===== src/hw/lsq_pkg.sv =====
`default_nettype none

package lsq_pkg;

    ////////////////////////////////////////////////////////////
    // Queue geometry
    ////////////////////////////////////////////////////////////

    localparam int BANK_NUM     = 2;
    localparam int BANK_SIZE    = 8;
    localparam int SLOT_WIDTH   = 3;
    localparam int PREG_WIDTH   = 6;
    localparam int WAKEUP_PORTS = 2;
    localparam int ROB_WIDTH    = 5;
    localparam int LQ_WIDTH     = 4;

    // Wide enough to hold a full bank, and all banks together.
    localparam int COUNT_WIDTH  = $clog2(BANK_SIZE + 1);
    localparam int OCC_WIDTH    = $clog2(BANK_NUM * BANK_SIZE + 1);

    ////////////////////////////////////////////////////////////
    // Types
    ////////////////////////////////////////////////////////////

    typedef struct packed {
        logic                 dir;
        logic [ROB_WIDTH-1:0] idx;
    } rob_idx_t;

    typedef struct packed {
        logic [11:0]           imm;
        logic [PREG_WIDTH-1:0] rd;
        logic [LQ_WIDTH-1:0]   lq_idx;
        rob_idx_t              rob_idx;
        logic [1:0]            size;
    } load_payload_t;

    // True when a is younger than b. The direction bit flips each time
    // the reorder buffer wraps, which reverses the index order.
    function automatic logic rob_younger(input rob_idx_t a, input rob_idx_t b);
        if (a.dir == b.dir) begin
            return a.idx > b.idx;
        end
        return a.idx < b.idx;
    endfunction

endpackage

`default_nettype wire


===== src/hw/load_bank_if.sv =====
`default_nettype none

// Connects one issue bank to the merge stage.
interface load_bank_if import lsq_pkg::*; ();

    logic                   sel_valid;
    logic [SLOT_WIDTH-1:0]  sel_slot;
    load_payload_t          sel_payload;
    logic                   full;
    logic [COUNT_WIDTH-1:0] count;

    // Shared across banks, so a bank stops taking loads when any bank is full.
    logic                   dis_full;

    modport bank (
        output sel_valid,
        output sel_slot,
        output sel_payload,
        output full,
        output count,
        input  dis_full
    );

    modport merge (
        input  sel_valid,
        input  sel_slot,
        input  sel_payload,
        input  full,
        input  count,
        output dis_full
    );

endinterface

`default_nettype wire


===== src/hw/load_issue_bank.sv =====
`default_nettype none

module load_issue_bank import lsq_pkg::*; #(
    parameter int unsigned BANK_ID = 0
) (
    input  logic                                    clk,
    input  logic                                    rst,
    input  logic                                    dis_valid_i,
    input  logic                                    dis_rs1_ready_i,
    input  logic [PREG_WIDTH-1:0]                   dis_rs1_i,
    input  load_payload_t                           dis_payload_i,
    input  logic [WAKEUP_PORTS-1:0]                 wakeup_valid_i,
    input  logic [WAKEUP_PORTS-1:0][PREG_WIDTH-1:0] wakeup_preg_i,
    input  logic                                    reply_valid_i,
    input  logic [SLOT_WIDTH-1:0]                   reply_slot_i,
    input  logic                                    success_valid_i,
    input  logic [SLOT_WIDTH-1:0]                   success_slot_i,
    input  logic                                    redirect_i,
    input  rob_idx_t                                redirect_rob_i,
    load_bank_if.bank                               io
);

    logic [BANK_SIZE-1:0]   valid_q;
    logic [BANK_SIZE-1:0]   ready_q;
    logic [BANK_SIZE-1:0]   issued_q;
    logic [PREG_WIDTH-1:0]  rs1_q [BANK_SIZE];
    load_payload_t          payload_q [BANK_SIZE];

    logic [BANK_SIZE-1:0]   wake_hit;
    logic [BANK_SIZE-1:0]   flush_mask;
    logic [BANK_SIZE-1:0]   cand;
    logic [BANK_SIZE-1:0]   alloc_mask;
    logic [BANK_SIZE-1:0]   sel_mask;
    logic [BANK_SIZE-1:0]   reply_mask;
    logic [BANK_SIZE-1:0]   success_mask;
    logic                   alloc;
    logic                   dis_ready;
    logic [SLOT_WIDTH-1:0]  alloc_slot;
    logic [SLOT_WIDTH-1:0]  sel_slot;
    logic [COUNT_WIDTH-1:0] count;

    // Index of the lowest set bit; zero when the mask is empty.
    function automatic logic [SLOT_WIDTH-1:0] lowest_slot(input logic [BANK_SIZE-1:0] mask);
        logic [SLOT_WIDTH-1:0] idx;
        idx = '0;
        for (int i = BANK_SIZE - 1; i >= 0; i--) begin
            if (mask[i]) begin
                idx = SLOT_WIDTH'(i);
            end
        end
        return idx;
    endfunction

    function automatic logic [BANK_SIZE-1:0] slot_onehot(input logic en,
                                                          input logic [SLOT_WIDTH-1:0] slot);
        return en ? (BANK_SIZE'(1) << slot) : '0;
    endfunction

    ////////////////////////////////////////////////////////////
    // Allocation, wakeup and selection
    ////////////////////////////////////////////////////////////

    // The low bit of the load-queue index steers a load to its bank.
    assign alloc = dis_valid_i && !io.dis_full && (dis_payload_i.lq_idx[0] == 1'(BANK_ID));
    assign alloc_slot = lowest_slot(~valid_q);
    assign cand = valid_q & ready_q & ~issued_q;
    assign sel_slot = lowest_slot(cand);

    always_comb begin
        dis_ready = dis_rs1_ready_i;
        for (int j = 0; j < WAKEUP_PORTS; j++) begin
            if (wakeup_valid_i[j] && (wakeup_preg_i[j] == dis_rs1_i)) begin
                dis_ready = 1'b1;
            end
        end
        for (int i = 0; i < BANK_SIZE; i++) begin
            wake_hit[i] = 1'b0;
            for (int j = 0; j < WAKEUP_PORTS; j++) begin
                if (wakeup_valid_i[j] && (wakeup_preg_i[j] == rs1_q[i])) begin
                    wake_hit[i] = 1'b1;
                end
            end
            flush_mask[i] = redirect_i && rob_younger(payload_q[i].rob_idx, redirect_rob_i);
        end
    end

    always_comb begin
        count = '0;
        for (int i = 0; i < BANK_SIZE; i++) begin
            count = count + COUNT_WIDTH'(valid_q[i]);
        end
    end

    assign alloc_mask   = slot_onehot(alloc, alloc_slot);
    assign sel_mask     = slot_onehot(io.sel_valid, sel_slot);
    assign reply_mask   = slot_onehot(reply_valid_i, reply_slot_i);
    assign success_mask = slot_onehot(success_valid_i, success_slot_i);

    // Nothing leaves the bank in a redirect cycle.
    assign io.sel_valid   = (|cand) && !redirect_i;
    assign io.sel_slot    = sel_slot;
    assign io.sel_payload = payload_q[sel_slot];
    assign io.full        = &valid_q;
    assign io.count       = count;

    ////////////////////////////////////////////////////////////
    // Entry state
    ////////////////////////////////////////////////////////////

    always_ff @(posedge clk or posedge rst) begin
        if (rst) begin
            valid_q  <= '0;
            ready_q  <= '0;
            issued_q <= '0;
        end else begin
            valid_q  <= (valid_q & ~flush_mask & ~success_mask) | alloc_mask;
            ready_q  <= ((ready_q | wake_hit) & ~alloc_mask) |
                        (alloc_mask & {BANK_SIZE{dis_ready}});
            // An issued entry stays put until success, or comes back on replay.
            issued_q <= (issued_q | sel_mask) & ~reply_mask & ~alloc_mask;
        end
    end

    always_ff @(posedge clk) begin
        if (alloc) begin
            rs1_q[alloc_slot]     <= dis_rs1_i;
            payload_q[alloc_slot] <= dis_payload_i;
        end
    end

    // The shared full flag from the merge stage must keep a full bank closed.
    a_no_alloc_when_full: assert property (
        @(posedge clk) disable iff (rst) alloc |-> !io.full
    );

    a_success_valid_entry: assert property (
        @(posedge clk) disable iff (rst) success_valid_i |-> valid_q[success_slot_i]
    );

    a_reply_valid_entry: assert property (
        @(posedge clk) disable iff (rst) reply_valid_i |-> valid_q[reply_slot_i]
    );

endmodule

`default_nettype wire


===== src/hw/load_issue_merge.sv =====
`default_nettype none

module load_issue_merge import lsq_pkg::*; (
    input  logic                                  clk,
    input  logic                                  rst,
    input  logic                                  redirect_i,
    input  rob_idx_t                              redirect_rob_i,
    load_bank_if.merge                            bank0,
    load_bank_if.merge                            bank1,
    output logic [BANK_NUM-1:0]                   issue_valid_o,
    output logic [BANK_NUM-1:0][SLOT_WIDTH-1:0]   issue_slot_o,
    output load_payload_t [BANK_NUM-1:0]          issue_payload_o,
    output logic                                  dis_full_o,
    output logic [OCC_WIDTH-1:0]                  occupancy_o
);

    logic [BANK_NUM-1:0]                 sel_valid;
    logic [BANK_NUM-1:0][SLOT_WIDTH-1:0] sel_slot;
    load_payload_t [BANK_NUM-1:0]        sel_payload;
    logic [BANK_NUM-1:0]                 kill;
    logic                                dis_full;

    assign sel_valid   = {bank1.sel_valid, bank0.sel_valid};
    assign sel_slot    = {bank1.sel_slot, bank0.sel_slot};
    assign sel_payload = {bank1.sel_payload, bank0.sel_payload};

    always_comb begin
        for (int i = 0; i < BANK_NUM; i++) begin
            kill[i] = redirect_i && rob_younger(sel_payload[i].rob_idx, redirect_rob_i);
        end
    end

    ////////////////////////////////////////////////////////////
    // Issue lanes
    ////////////////////////////////////////////////////////////

    always_ff @(posedge clk or posedge rst) begin
        if (rst) begin
            issue_valid_o <= '0;
        end else begin
            issue_valid_o <= sel_valid & ~kill;
        end
    end

    always_ff @(posedge clk) begin
        issue_slot_o    <= sel_slot;
        issue_payload_o <= sel_payload;
    end

    ////////////////////////////////////////////////////////////
    // Shared dispatch state
    ////////////////////////////////////////////////////////////

    assign dis_full       = bank0.full | bank1.full;
    assign bank0.dis_full = dis_full;
    assign bank1.dis_full = dis_full;
    assign dis_full_o     = dis_full;

    assign occupancy_o = OCC_WIDTH'(bank0.count) + OCC_WIDTH'(bank1.count);

    a_occupancy_bound: assert property (
        @(posedge clk) disable iff (rst) occupancy_o <= OCC_WIDTH'(BANK_NUM * BANK_SIZE)
    );

endmodule

`default_nettype wire


===== src/hw/load_issue_queue.sv =====
`default_nettype none

module load_issue_queue import lsq_pkg::*; (
    input  logic                                    clk,
    input  logic                                    rst,
    input  logic                                    dis_valid_i,
    input  logic                                    dis_rs1_ready_i,
    input  logic [PREG_WIDTH-1:0]                   dis_rs1_i,
    input  load_payload_t                           dis_payload_i,
    input  logic [WAKEUP_PORTS-1:0]                 wakeup_valid_i,
    input  logic [WAKEUP_PORTS-1:0][PREG_WIDTH-1:0] wakeup_preg_i,
    input  logic [BANK_NUM-1:0]                     reply_valid_i,
    input  logic [BANK_NUM-1:0][SLOT_WIDTH-1:0]     reply_slot_i,
    input  logic [BANK_NUM-1:0]                     success_valid_i,
    input  logic [BANK_NUM-1:0][SLOT_WIDTH-1:0]     success_slot_i,
    input  logic                                    redirect_i,
    input  rob_idx_t                                redirect_rob_i,
    output logic                                    dis_full_o,
    output logic [BANK_NUM-1:0]                     issue_valid_o,
    output logic [BANK_NUM-1:0][SLOT_WIDTH-1:0]     issue_slot_o,
    output load_payload_t [BANK_NUM-1:0]            issue_payload_o,
    output logic [OCC_WIDTH-1:0]                    occupancy_o
);

    load_bank_if bank0_if ();
    load_bank_if bank1_if ();

    // Lane i of every outcome port belongs to bank i.
    load_issue_bank #(
        .BANK_ID(0)
    ) i_bank0 (
        .clk             (clk),
        .rst             (rst),
        .dis_valid_i     (dis_valid_i),
        .dis_rs1_ready_i (dis_rs1_ready_i),
        .dis_rs1_i       (dis_rs1_i),
        .dis_payload_i   (dis_payload_i),
        .wakeup_valid_i  (wakeup_valid_i),
        .wakeup_preg_i   (wakeup_preg_i),
        .reply_valid_i   (reply_valid_i[0]),
        .reply_slot_i    (reply_slot_i[0]),
        .success_valid_i (success_valid_i[0]),
        .success_slot_i  (success_slot_i[0]),
        .redirect_i      (redirect_i),
        .redirect_rob_i  (redirect_rob_i),
        .io              (bank0_if.bank)
    );

    load_issue_bank #(
        .BANK_ID(1)
    ) i_bank1 (
        .clk             (clk),
        .rst             (rst),
        .dis_valid_i     (dis_valid_i),
        .dis_rs1_ready_i (dis_rs1_ready_i),
        .dis_rs1_i       (dis_rs1_i),
        .dis_payload_i   (dis_payload_i),
        .wakeup_valid_i  (wakeup_valid_i),
        .wakeup_preg_i   (wakeup_preg_i),
        .reply_valid_i   (reply_valid_i[1]),
        .reply_slot_i    (reply_slot_i[1]),
        .success_valid_i (success_valid_i[1]),
        .success_slot_i  (success_slot_i[1]),
        .redirect_i      (redirect_i),
        .redirect_rob_i  (redirect_rob_i),
        .io              (bank1_if.bank)
    );

    load_issue_merge i_merge (
        .clk             (clk),
        .rst             (rst),
        .redirect_i      (redirect_i),
        .redirect_rob_i  (redirect_rob_i),
        .bank0           (bank0_if.merge),
        .bank1           (bank1_if.merge),
        .issue_valid_o   (issue_valid_o),
        .issue_slot_o    (issue_slot_o),
        .issue_payload_o (issue_payload_o),
        .dis_full_o      (dis_full_o),
        .occupancy_o     (occupancy_o)
    );

endmodule

`default_nettype wire


===== config.mk =====
export PLATFORM = sky130hd
export DESIGN_NAME = load_issue_queue
export DESIGN_NICKNAME = d
export VERILOG_FILES = /design/src/hw/lsq_pkg.sv /design/src/hw/load_bank_if.sv /design/src/hw/load_issue_bank.sv /design/src/hw/load_issue_merge.sv /design/src/hw/load_issue_queue.sv
export SDC_FILE = /design/constraint.sdc
export NUM_CORES = 1
export LEC_CHECK = 0
export CAP_MARGIN = 20
export CORE_ASPECT_RATIO = 2
export CORE_MARGIN = 2
export CORE_UTILIZATION = 50
export DETAILED_ROUTE_END_ITERATION = 12
export DONT_BUFFER_PORTS = 1
export PLACE_DENSITY_LB_ADDON = 0.2
export SETUP_SLACK_MARGIN = 0.2
export SLEW_MARGIN = 15
export SYNTH_ARGS = -nofsm -noshare
export SYNTH_HDL_FRONTEND = slang
export SYNTH_SLANG_ARGS = --single-unit

===== constraint.sdc =====
create_clock -name clk -period 5.3 [get_ports clk]
set_input_delay 0.53 -clock clk [delete_from_list [all_inputs] [get_ports clk]]
set_output_delay 0.53 -clock clk [all_outputs]
set_load 0.01 [all_outputs]

; ---- After elaboration in Yosys (flattened, before gate mapping)
; Memories as Yosys holds them, arrays and structs flattened.
; Index checks and enable logic that the tools add are counted.
[word_totals]
register_bits = 116
ram_bits = 576
input_bits = 77
output_inout_bits = 74
memories = 4
[classes]
addsub = 15
magnitude_cmp = 36
eq_ne = 52
shift = 8
n_mux = 132
bitwise_logic = 40
n_reduce_logical = 63
[mem_list]
columns = memory, depth, width, rd, rd_clocked_by_memory_dff, wr, line_no
row1 = i_bank0.payload_q, 8, 30, 9, 0, 1, load_issue_bank.sv:27  ; load_payload_t payload_q [BANK_SIZE];
row2 = i_bank1.payload_q, 8, 30, 9, 0, 1, load_issue_bank.sv:27
row3 = i_bank0.rs1_q, 8, 6, 8, 0, 1, load_issue_bank.sv:26  ; logic [PREG_WIDTH-1:0] rs1_q [BANK_SIZE];
row4 = i_bank1.rs1_q, 8, 6, 8, 0, 1, load_issue_bank.sv:26
[op_table]
columns = operator, n
row1 = $eq 6x6->1, 34
row2 = $and 8x8->8, 16
row3 = $mux 3, 32
row4 = $not 8->8, 12
row5 = $mux 1, 92
row6 = $gt 5x5->1, 18
row7 = $lt 5x5->1, 18
row8 = $mux 8, 8
row9 = $or 8x8->8, 8
row10 = $shl 1x3->8 const A, 8
row11 = $logic_and 1x1->1, 57
row12 = $add 4x1->4, 12
row13 = $eq 1x1->1, 18
row14 = $reduce_and 8->1, 2
row15 = $reduce_or 8->1, 2
row16 = $add 4x4->5, 1
row17 = $add 1x1->2, 2
row18 = $and 2x2->2, 1
row19 = $logic_not 1->1, 2
row20 = $not 2->2, 1
row21 = $not 1->1, 1
row22 = $or 1x1->1, 1

; ---- Depth between registers and ports, before layout
; Gate-level depths: netlist (run 1).
; An unclocked memory read counts as a cell.
[logic_depth]
word_depth = 17
depth_mapped = 12
depth_no_buf = 12

; ---- Cells and area by module
; Synthesis (run 1) repeated with hierarchy kept, for this count alone.
[unflattened]
cells_unflattened = 2175
area_unflattened_um2 = 30994.7
[by_module_without_submodules]
columns = module, instances, cells_per_inst, area_each_um2
row1 = load_issue_bank at i_bank0, 1, 970, 14636.5
row2 = load_issue_bank at i_bank1, 1, 1081, 14549.0
row3 = load_issue_merge, 1, 124, 1809.2

; ---- Least setup slack after synthesis (run 1)
; OpenSTA, ideal clock, no wires.
[synth_path]
path_kind = register -> register
startpoint = reg i_bank0.valid_q[0]
endpoint = reg i_bank0.ready_q[4]
setup_time_ns = 0.308
arrival_ns = 5.046
slack_ns = -0.054
stages_incl_launch_ff = 7
n_path_buf = 0
synth_period_minus_slack_ns = 5.354
cell_sequence = dfrtp_1 -> ha_1 -> nand3_1 -> o221a_2 -> nand2b_2 -> nor4_1 -> a21oi_1
[synth_between]
elab_chain_len = 9
elab_cells_between_ends = 13
classes_between = shift: 1 / mux: 2 / bitwise: 6 / reduce/logical: 4
[synth_rtl]
columns = element, line_no
row1 = "start, declared", load_issue_bank.sv:23  ; logic [BANK_SIZE-1:0] valid_q;
row2 = "start signal, assigned", load_issue_bank.sv:116  ; valid_q <= (valid_q & ~flush_mask & ~success_mask) | alloc_mask;
row3 = $reduce_and 8->1, load_issue_bank.sv:103  ; assign io.full = &valid_q;
row4 = $or 1x1->1, load_issue_merge.sv:54  ; assign dis_full = bank0.full | bank1.full;
row5 = $logic_not 1->1, load_issue_bank.sv:64  ; assign alloc = dis_valid_i && !io.dis_full && (dis_payload_i.lq_idx[0] == 1'(BANK_ID));
row6 = $logic_and 1x1->1 (2 in series), load_issue_bank.sv:64
row7 = $mux 8 (*), load_issue_bank.sv:56  ; return en ? (BANK_SIZE'(1) << slot) : '0;
row8 = $not 8->8, load_issue_bank.sv:117  ; ready_q <= ((ready_q | wake_hit) & ~alloc_mask) |
row9 = $and 8x8->8, load_issue_bank.sv:117
row10 = $or 8x8->8 (*), load_issue_bank.sv:117
row11 = "end signal, assigned", load_issue_bank.sv:117
row12 = "end, declared", load_issue_bank.sv:24  ; logic [BANK_SIZE-1:0] ready_q;
; Every way passes the cells marked *; elsewhere a longest branch is shown, timed or not.

; ---- Worst setup path in the final report (run 1)
[layout_path]
startpoint = reg i_bank0.valid_q[2]
endpoint = out occupancy_o[3]
[layout_between]
elab_chain_len = 7
[layout_rtl]
columns = element, line_no
row1 = $add 4x1->4 (6 in series), load_issue_bank.sv:90  ; count = count + COUNT_WIDTH'(valid_q[i]);
row2 = $add 4x4->5, load_issue_merge.sv:59  ; assign occupancy_o = OCC_WIDTH'(bank0.count) + OCC_WIDTH'(bank1.count);
row3 = "end, declared", load_issue_queue.sv:22  ; output logic [OCC_WIDTH-1:0] occupancy_o
; Every way passes these cells.

==> results.py, run 1 <==
metrics = {
    "detailed_routing": {
        "route.vias.total": 19450,
        "detail_route.wl_per_cell_um": 26.47,
        "first_drt_pass_iteration_count": 7,
        "post_drt_via_cell_ratio": 6.166,
        "routed_wirelength_um": 83510,
        "count_of_unresolved_drc_violations_after_routing": 0,
        "ant_nets": 0,
        "detailed_route_iter0_violations": 1715,
    },
    "yosys": {
        "synth_top_flop_cell": "sky130_fd_sc_hd__edfxtp_1",
        "synth.ff_latch_count": 692,
        "synthCells": 2324,
        "syn_area_per_cell_um2": 13.07,
        "number_of_enable_flip_flop_cells_after_synthesis": 576,
        "syn_area_um2": 30370,
        "ys_seq_area_frac": 0.6542,
        "synth.yosys.warnings": 0,
        "yosysUniqueCellTypes": 67,
        "asyncSetResetFlopFracSynth": 0.07225,
        "synth_nets": 2500,
    },
    "pwr": {
        "power.share.combinational": 0.131,
        "share_clk_of_total_power": 0.353,
        "internal_power_mw": 9.291,
        "power.static_leakage_nw": 11.42,
        "vdd_ir_drop_max_v": 0.0002759,
        "netSwitchingPower_mw": 3.484,
        "power.switching_fraction": 0.2727,
        "pwr-share-seq": 0.517,
        "cellPowerDensity_nw_per_um2": 379.8,
    },
    "worst_setup_path": {
        "cp_cell_sequence": "inv_1 > fa_1 > fa_1 > fa_1 > fa_1 > inv_1 > ha_1 > a21o_1 > a21oi_1 > xnor2_1",
        "cell_occurring_most_often_along_the_worst_timing_path": "sky130_fd_sc_hd__fa_1",
        "setup_slack_of_the_worst_register_to_register_path_ps": 2020,
        "worstPathRequired_ps": 4770,
        "worst-endpoint-arrival_ps": 4340,
        "cp_endpoint_kind": "primary output",
        "reg2reg_from": "i_bank0.valid_q[0]",
        "reg2regPathDepth": 7,
        "critical-path-slowest-cell": "sky130_fd_sc_hd__fa_1",
        "type_of_origin_of_the_critical_path": "register",
        "worstReg2RegEnd": "i_bank0.payload_q[2][23]",
        "critical-path-max-stage-delay_ps": 600,
        "timing.critical_path.buf_inv": 2,
        "critical_path_peak_fanout": 8,
        "cp_top_family": "adder cells",
        "worst-setup-path-type": "reg2out",
    },
    "clock_tree": {
        "ctsLongestPathBuffers": 3,
        "cts_hold_buf": 37,
        "cts_tree": "built",
        "clk_pin_slew_ps": 70,
        "post_cts_buffers": 0,
        "cts.sinks": 692,
        "number_of_buffers_inserted_during_clock_tree_synthesis": 59,
        "post_cts.resized_instances": 0,
        "h-tree-depth": 2,
        "insertion_delay_ps": 640,
        "root_buffer": "sky130_fd_sc_hd__clkbuf_16",
    },
    "final_layout": {
        "seqCellArea_um2": 19870,
        "multiInputGateArea_um2": 9892,
        "final.fill_count": 4847,
        "final-instance-count-excl-fill": 3155,
        "fin_nets": 2505,
        "final_design_area_no_fill_um2": 33630,
        "area_growth_syn_to_layout_pct": 10.74,
        "layout_cell_share_with_drive_strength_beyond_1": 0.1021,
    },
    "timing": {
        "timing.final.crit_period_ps": 4871,
        "grt_setup_unrepaired": "false",
        "slew_headroom": 0.2567,
        "setup-tns-final_ps": 0,
        "timing.final.max_slew_violations": 0,
        "timing_hold_violations_final": 2,
        "finClkSkew_ps": 28.28,
        "layout_setup_ws_ps": 429.5,
        "pin_slew_with_the_least_headroom_to_its_limit_ps": 1115,
        "hold_slack_ps": -6.228,
        "setup_viol": 0,
        "layout_worst_path_cycle_share": 0.9190,
        "fmax_mhz": 205.3,
    },
    "floorplanning": {
        "placementRows": 127,
        "chipHeight_um": 352.6,
        "dieArea_um2": 62850,
        "initial_utilization": 0.5056,
        "floorplan.io_pins": 151,
        "core-area_um2": 60070,
        "chipWidth_um": 178.3,
    },
    "global_routing": {
        "first_global_vias": 20170,
        "global_route_wire_length_before_repair_um": 123800,
        "grt_max_degree": 66,
        "grt_overflow_total": 0,
        "total_global_routing_track_utilization": 0.2666,
        "grt_antenna_before_repair": 3,
    },
    "placement": {
        "preCtsSetupSlack_ps": 1069,
        "gpl.final_weighted_congestion": 0.9009,
        "buffer_ports.inserted": 0,
        "placed_area_um2": 31220,
        "numPlacedInstances": 3005,
        "hpwlAfterDp_um": 49820,
    },
    "run_status": {
        "outcome": "finished with violations",
        "failing_checks": "hold timing",
    },
    "job": {
        "cap_viol_max_count": 0,
    },
    "worst_hold_path": {
        "holdCritPathClass": "in2async",
    },
}
==> kinds of logic after synthesis <==
logic type      after synthesis  synth area share
buf+inv                     184           0.02678
flops                       692            0.6542
simple gates                526           0.08581
xor+xnor                    224           0.06460
fa+ha+maj                    99           0.04301
compound gates              578            0.1185
mux                          21          0.007086
==> worst reg2reg max path, stage by stage (launching register included) <==
cell,delay (ps)
sky130_fd_sc_hd__dfrtp_1,490
sky130_fd_sc_hd__ha_1,270
sky130_fd_sc_hd__nand3_1,160
sky130_fd_sc_hd__o221a_2,300
sky130_fd_sc_hd__nor2b_1,240
sky130_fd_sc_hd__nand3_1,250
sky130_fd_sc_hd__nor2_4,850
sky130_fd_sc_hd__buf_4,430
==> flip-flops by register name, indices dropped and copies added (netlist names) <==
signal	flops
i_bank1.rs1_q	48
i_bank1.ready_q	8
i_bank0.issued_q	8
i_merge.issue_valid_o	2
i_merge.issue_payload_o	60
i_merge.issue_slot_o	6
i_bank1.payload_q	240
i_bank1.issued_q	8
i_bank0.payload_q	240
i_bank0.valid_q	8
i_bank0.ready_q	8
i_bank1.valid_q	8
i_bank0.rs1_q	48
==> layout make-up <==
cell class | count | area share
Multi-Input combinational cell | 1448 | 0.2941
Sequential cell | 692 | 0.5908
Clock buffer | 86 | 0.05085
Timing Repair Buffer | 70 | 0.01912
Inverter | 58 | 0.006547
Tap cell | 774 | 0.02879
Clock inverter | 26 | 0.009747
Antenna cell | 1 | 0.00007440
==> placed cells by master, fill, tap and decap left out, types with 30 or more instances in the layout <==
master and n:
sky130_fd_sc_hd__nor3_1 86, sky130_fd_sc_hd__xor2_1 111, sky130_fd_sc_hd__nor4_1 44, sky130_fd_sc_hd__xnor2_1 113, sky130_fd_sc_hd__dlygate4sd3_1 37, sky130_fd_sc_hd__a21oi_1 56
sky130_fd_sc_hd__edfxtp_1 576, sky130_fd_sc_hd__buf_4 31, sky130_fd_sc_hd__inv_1 53, sky130_fd_sc_hd__o21ai_1 55, sky130_fd_sc_hd__nand2_1 101, sky130_fd_sc_hd__o21ai_0 250
sky130_fd_sc_hd__ha_1 90, sky130_fd_sc_hd__a31oi_1 74, sky130_fd_sc_hd__nor2_1 147, sky130_fd_sc_hd__o21ai_2 30, sky130_fd_sc_hd__nand4_1 38, sky130_fd_sc_hd__o211ai_1 33
sky130_fd_sc_hd__dfrtp_1 50, sky130_fd_sc_hd__clkbuf_16 61, sky130_fd_sc_hd__dfxtp_1 66
==> cells in the mapped netlist (3+ instances only) <==
| cell | number | share of area |
|---|---|---|
| sky130_fd_sc_hd__a31oi_1 | 76 | 0.016 |
| sky130_fd_sc_hd__xnor2_1 | 113 | 0.033 |
| sky130_fd_sc_hd__dfrtp_1 | 50 | 0.041 |
| sky130_fd_sc_hd__nand2b_1 | 14 | 0.0029 |
| sky130_fd_sc_hd__o211ai_1 | 33 | 0.0082 |
| sky130_fd_sc_hd__o221a_2 | 3 | 0.0011 |
| sky130_fd_sc_hd__inv_1 | 56 | 0.0069 |
| sky130_fd_sc_hd__dfxtp_1 | 66 | 0.044 |
| sky130_fd_sc_hd__nor3_1 | 88 | 0.015 |
| sky130_fd_sc_hd__fa_1 | 9 | 0.0059 |
| sky130_fd_sc_hd__xor2_1 | 111 | 0.032 |
| sky130_fd_sc_hd__mux2i_1 | 17 | 0.0056 |
| sky130_fd_sc_hd__nand3b_1 | 13 | 0.0032 |
| sky130_fd_sc_hd__edfxtp_1 | 576 | 0.57 |
| sky130_fd_sc_hd__o21ai_2 | 30 | 0.0087 |
| sky130_fd_sc_hd__mux2_2 | 4 | 0.0015 |
| sky130_fd_sc_hd__nor2b_1 | 13 | 0.0027 |
| sky130_fd_sc_hd__nand4_1 | 38 | 0.0078 |
| sky130_fd_sc_hd__and3_1 | 10 | 0.0021 |
| sky130_fd_sc_hd__clkbuf_1 | 70 | 0.0087 |
| sky130_fd_sc_hd__o21ai_1 | 55 | 0.0091 |
| sky130_fd_sc_hd__or2_2 | 14 | 0.0029 |
| sky130_fd_sc_hd__nor4_1 | 45 | 0.0093 |
| sky130_fd_sc_hd__buf_2 | 44 | 0.0073 |
| sky130_fd_sc_hd__nor4_2 | 3 | 0.0012 |
| sky130_fd_sc_hd__o31ai_1 | 4 | 0.00099 |
| sky130_fd_sc_hd__a21o_1 | 13 | 0.0032 |
| sky130_fd_sc_hd__nor2_1 | 153 | 0.019 |
| sky130_fd_sc_hd__o21ai_0 | 250 | 0.041 |
| sky130_fd_sc_hd__o21bai_1 | 3 | 0.00074 |
| sky130_fd_sc_hd__nand3_1 | 17 | 0.0028 |
| sky130_fd_sc_hd__a21oi_1 | 58 | 0.0096 |
| sky130_fd_sc_hd__buf_6 | 8 | 0.0030 |
| sky130_fd_sc_hd__o211ai_2 | 30 | 0.012 |
| sky130_fd_sc_hd__nand2_1 | 101 | 0.012 |
| sky130_fd_sc_hd__ha_1 | 90 | 0.037 |
| sky130_fd_sc_hd__a211o_1 | 3 | 0.00087 |
| sky130_fd_sc_hd__and3b_1 | 7 | 0.0020 |
==> layer usage <==
layer / up-vias / global-route usage / part of all wire
met2: 755 / 0.4856 / 0.54
met3: 216 / 0.04237 / 0.063
li1: 8661 / - / -
met5: - / 0 / 0
met4: 0 / 0.1127 / 0.039
met1: 9821 / 0.3056 / 0.36
==> worst max-delay path by stage <==
stage / from / to / cells past startpoint
3_3_place_gp: i_bank0.valid_q[2] / occupancy_o[3] / 10
2_1_floorplan: i_bank0.valid_q[0] / i_bank1.payload_q[7][0] / 5
6_report: i_bank0.valid_q[2] / occupancy_o[3] / 10
4_1_cts: i_bank0.valid_q[2] / occupancy_o[3] / 10
5_1_grt: i_bank0.valid_q[2] / occupancy_o[3] / 10
3_5_place_dp: i_bank0.valid_q[2] / occupancy_o[3] / 10
==> stage by stage <==
stage          power [mW]  utilization  hold slack (ps)
3_5_place_dp        8.303       0.5198            499.5
3_3_place_gp        8.255       0.5195            492.7
2_1_floorplan       7.705            -            474.2
4_1_cts             12.86       0.5599            5.231
6_report            12.78       0.5600           -6.228
5_1_grt             13.20       0.5600            42.15
==> power by group through the flow <==
stage / clock network [mW] / registers [mW] / logic [mW]
5_1_grt: 4.75 / 6.65 / 1.81
2_1_floorplan: 0 / 6.59 / 1.11
6_report: 4.51 / 6.60 / 1.67
3_5_place_dp: 0 / 6.73 / 1.58
3_3_place_gp: 0 / 6.73 / 1.53
4_1_cts: 4.57 / 6.61 / 1.68
Note: power is estimated with default switching activity, not from simulation.
==> run 2: changes to the inputs <==
--- a/config.mk
+++ b/config.mk
@@ -16,4 +16,5 @@
 export SLEW_MARGIN = 15
 export SYNTH_ARGS = -nofsm -noshare
 export SYNTH_HDL_FRONTEND = slang
+export SYNTH_HIERARCHICAL = 1
 export SYNTH_SLANG_ARGS = --single-unit
==> results.py, run 2 <==
metrics = {
    "worst_hold_path": {
        "min_from": "reply_slot_i[4]",
        "holdCritPathClass": "in2reg",
    },
    "final_layout": {
        "layout_cell_share_with_drive_strength_beyond_1": 0.09473,
        "commonest_cells_after_routing_fill_and_taps_aside": "576 x sky130_fd_sc_hd__edfxtp_1, 163 x sky130_fd_sc_hd__mux2i_1, 123 x sky130_fd_sc_hd__xnor2_1",
        "fin_nets": 2396,
        "registers_with_the_highest_flip_flop_counts": "i_bank0/payload_q x240, i_bank1/payload_q x240, i_merge/issue_payload_o x60",
        "area_growth_syn_to_layout_pct": 10.55,
        "multiInputGateArea_um2": 10300,
        "mostFrequentLayoutCell": "sky130_fd_sc_hd__edfxtp_1",
        "seqCellArea_um2": 19870,
        "final.fill_count": 4988,
    },
    "worst_setup_path": {
        "cp_cell_sequence": "fa_1 > inv_1 > fa_1 > fa_1 > inv_1 > ha_1 > inv_1 > fa_1 > inv_1 > ha_1 > a21o_1 > a21oi_1 > xnor2_1",
        "critical-path-slowest-cell": "sky130_fd_sc_hd__fa_1",
        "cp_endpoint_kind": "primary output",
        "critical_path.startpoint": "i_bank1/valid_q[1]",
        "worst-setup-path-type": "reg2out",
        "reg2reg_from": "i_bank1/valid_q[7]",
        "critical_path_peak_fanout": 9,
        "critical-path-max-stage-delay_ps": 580,
        "worstPathRequired_ps": 4770,
        "worst-endpoint-arrival_ps": 4450,
        "type_of_origin_of_the_critical_path": "register",
    },
    "yosys": {
        "netlist.top_cell.by_area": "sky130_fd_sc_hd__edfxtp_1",
        "ys_seq_area_frac": 0.6410,
        "syn_area_um2": 30990,
        "synth_most_common_cell": "sky130_fd_sc_hd__edfxtp_1",
        "yosysUniqueCellTypes": 72,
        "synth.yosys.warnings": 6,
        "synth.top_cells.by_count": "576 x sky130_fd_sc_hd__edfxtp_1, 163 x sky130_fd_sc_hd__mux2i_1, 123 x sky130_fd_sc_hd__xnor2_1",
        "number_of_enable_flip_flop_cells_after_synthesis": 576,
        "synth.area.top_cells": "sky130_fd_sc_hd__edfxtp_1 56%, sky130_fd_sc_hd__mux2i_1 5.3%, sky130_fd_sc_hd__dfxtp_1 4.3%",
        "synthCells": 2175,
        "synth_top_flop_cell": "sky130_fd_sc_hd__edfxtp_1",
        "syn_area_per_cell_um2": 14.25,
        "synth.ff_latch_count": 692,
        "asyncSetResetFlopFracSynth": 0.07225,
        "yosys_top_cell_area_share": 0.5580,
        "synth_nets": 2363,
    },
    "timing": {
        "timing.final.crit_period_ps": 4983,
        "timing.final.max_slew_violations": 0,
        "finClkSkew_ps": 41.54,
        "grt_setup_unrepaired": "false",
        "layout_setup_ws_ps": 317.1,
        "pin_slew_with_the_least_headroom_to_its_limit_ps": 1134,
        "setup_viol": 0,
        "slew_headroom": 0.2423,
        "fmax_mhz": 200.7,
        "setup-tns-final_ps": 0,
        "timing_hold_violations_final": 0,
        "layout_worst_path_cycle_share": 0.9402,
    },
    "placement": {
        "gpl.final_weighted_congestion": 0.8910,
        "preCtsSetupSlack_ps": 1004,
        "hpwlAfterDp_um": 50870,
        "buffer_ports.inserted": 0,
    },
    "global_routing": {
        "global_route.usage.met2": 0.4664,
        "grt_max_degree": 98,
        "global_route_wire_length_before_repair_um": 120000,
        "first_global_vias": 19580,
        "grt_antenna_before_repair": 8,
        "grt.met3_usage": 0.03393,
        "grt_overflow_total": 0,
        "total_global_routing_track_utilization": 0.2488,
        "top_usage_layer": "met2",
        "globalRouteMet1Util": 0.2792,
    },
    "detailed_routing": {
        "detailed_route_iter0_violations": 1123,
        "detail_route.wl_per_cell_um": 26.45,
        "routed_wirelength_um": 80660,
        "ant_nets": 0,
        "route.vias.total": 18540,
        "count_of_unresolved_drc_violations_after_routing": 0,
        "post_drt_via_cell_ratio": 6.077,
        "first_drt_pass_iteration_count": 5,
    },
    "pwr": {
        "power.switching_fraction": 0.2619,
        "cellPowerDensity_nw_per_um2": 369.4,
        "netSwitchingPower_mw": 3.316,
        "vdd_ir_drop_max_v": 0.0002795,
        "power.share.combinational": 0.133,
        "internal_power_mw": 9.342,
        "power.static_leakage_nw": 11.65,
        "share_clk_of_total_power": 0.353,
        "pwr-share-seq": 0.515,
    },
    "clock_tree": {
        "root_buffer": "sky130_fd_sc_hd__clkbuf_16",
        "h-tree-depth": 2,
        "insertion_delay_ps": 650,
        "post_cts_buffers": 0,
        "cts_tree": "built",
        "cts.sinks": 692,
        "clk_pin_slew_ps": 70,
        "number_of_buffers_inserted_during_clock_tree_synthesis": 60,
        "ctsLongestPathBuffers": 3,
    },
    "floorplanning": {
        "chipWidth_um": 180.1,
        "floorplan.io_pins": 151,
        "dieArea_um2": 64120,
        "core-area_um2": 61660,
        "initial_utilization": 0.5027,
        "chipHeight_um": 356.1,
        "placementRows": 129,
    },
    "run_status": {
        "outcome": "completed",
    },
    "job": {
        "cap_viol_max_count": 0,
    },
}
==> run 2: cell count changes in the layout (fill, tap and decap cells not counted), sizes merged, moves of 16 or more <==
cell     delta
nor2       -57
nand2      -52
mux2i     +146
nor2b      +16
o21ai     -247
a22o       +30
a221oi     +61
a31oi      -62
a2111oi    +29
o211ai     -60
nor3       -31
o22ai      +28
inv        +27
==> run 2: per-layer routing <==
layer | vias up | share of wire
met4 | 0 | 0.044
met1 | 9359 | 0.37
met3 | 189 | 0.050
li1 | 8363 | -
met5 | - | 0
met2 | 624 | 0.54
==> run 2: worst max-delay path, delay by kind of cell (launching register included) <==
family          cells  cell delay (ps)
fa+ha+maj           6             2510
flops               1              520
compound gates      2              330
buf+inv             4              260
xor+xnor            1              190
==> run 2: timing repair <==
action                                  4_1_cts  5_1_grt
resized for setup                             0        1
endpoints found under the setup margin        0        1
endpoints found under the hold margin       610        0
hold buffers                                 43        0
==> run 2: worst paths after layout <==
kind | end | slack, ps | cells past startpoint
worst max-delay path | occupancy_o[3] | 320 | 13
worst min-delay path | i_bank1/issued_q[2] | 100 | 2
worst max register to register | i_bank1/issued_q[5] | 1180 | 11
worst min register to register | i_bank1/issued_q[2] | 490 | 1
max in group asynchronous | i_bank1/ready_q[6] | 4050 | 2
min in group asynchronous | i_merge/issue_valid_o[0] | 340 | 2
==> run 2: kinds of logic (layout without fill, tap and decap cells) <==
| kind of cell | after synthesis | in the layout | share of synthesized area |
|---|---|---|---|
| DFF | 692 | 692 | 0.6410 |
| and+or+nand+nor | 401 | 401 | 0.06838 |
| AOI/OAI and AO/OA | 369 | 369 | 0.09010 |
| xor gates and xnor gates | 238 | 238 | 0.06725 |
| buffers and inverters | 195 | 279 | 0.03141 |
| muxes | 169 | 169 | 0.05482 |
| adders and majority gates | 111 | 111 | 0.04699 |
| other | 0 | 5 | 0 |
==> run 2: power by group through the flow <==
stage	logic, mW	clock network, mW	registers [mW]
after global routing	1.82	4.76	6.54
after CTS	1.69	4.56	6.52
after detailed placement	1.58	0	6.63
after global placement	1.54	0	6.63
final	1.68	4.46	6.51
after floorplan	1.22	0	6.54
==> run 2: layout make-up <==
type	count	area share
Clock inverter	23	0.006938
Tap cell	786	0.02870
Sequential cell	692	0.5799
Inverter	83	0.009312
Clock buffer	90	0.05193
Timing Repair Buffer	83	0.02227
Antenna cell	5	0.0003652
Multi-Input combinational cell	1288	0.3006
==> run 2: stage by stage <==
step	hold slack, ps	cells	instance area [um^2]	total power, mW	util
2_1_floorplan	271.2	2175	30990	7.765	-
3_3_place_gp	307.0	2888	31780	8.165	0.5154
3_5_place_dp	307.5	2889	31800	8.213	0.5158
4_1_cts	68.21	3045	34250	12.77	0.5555
5_1_grt	87.53	3050	34260	13.12	0.5557
6_report	99.27	3050	34260	12.66	0.5557
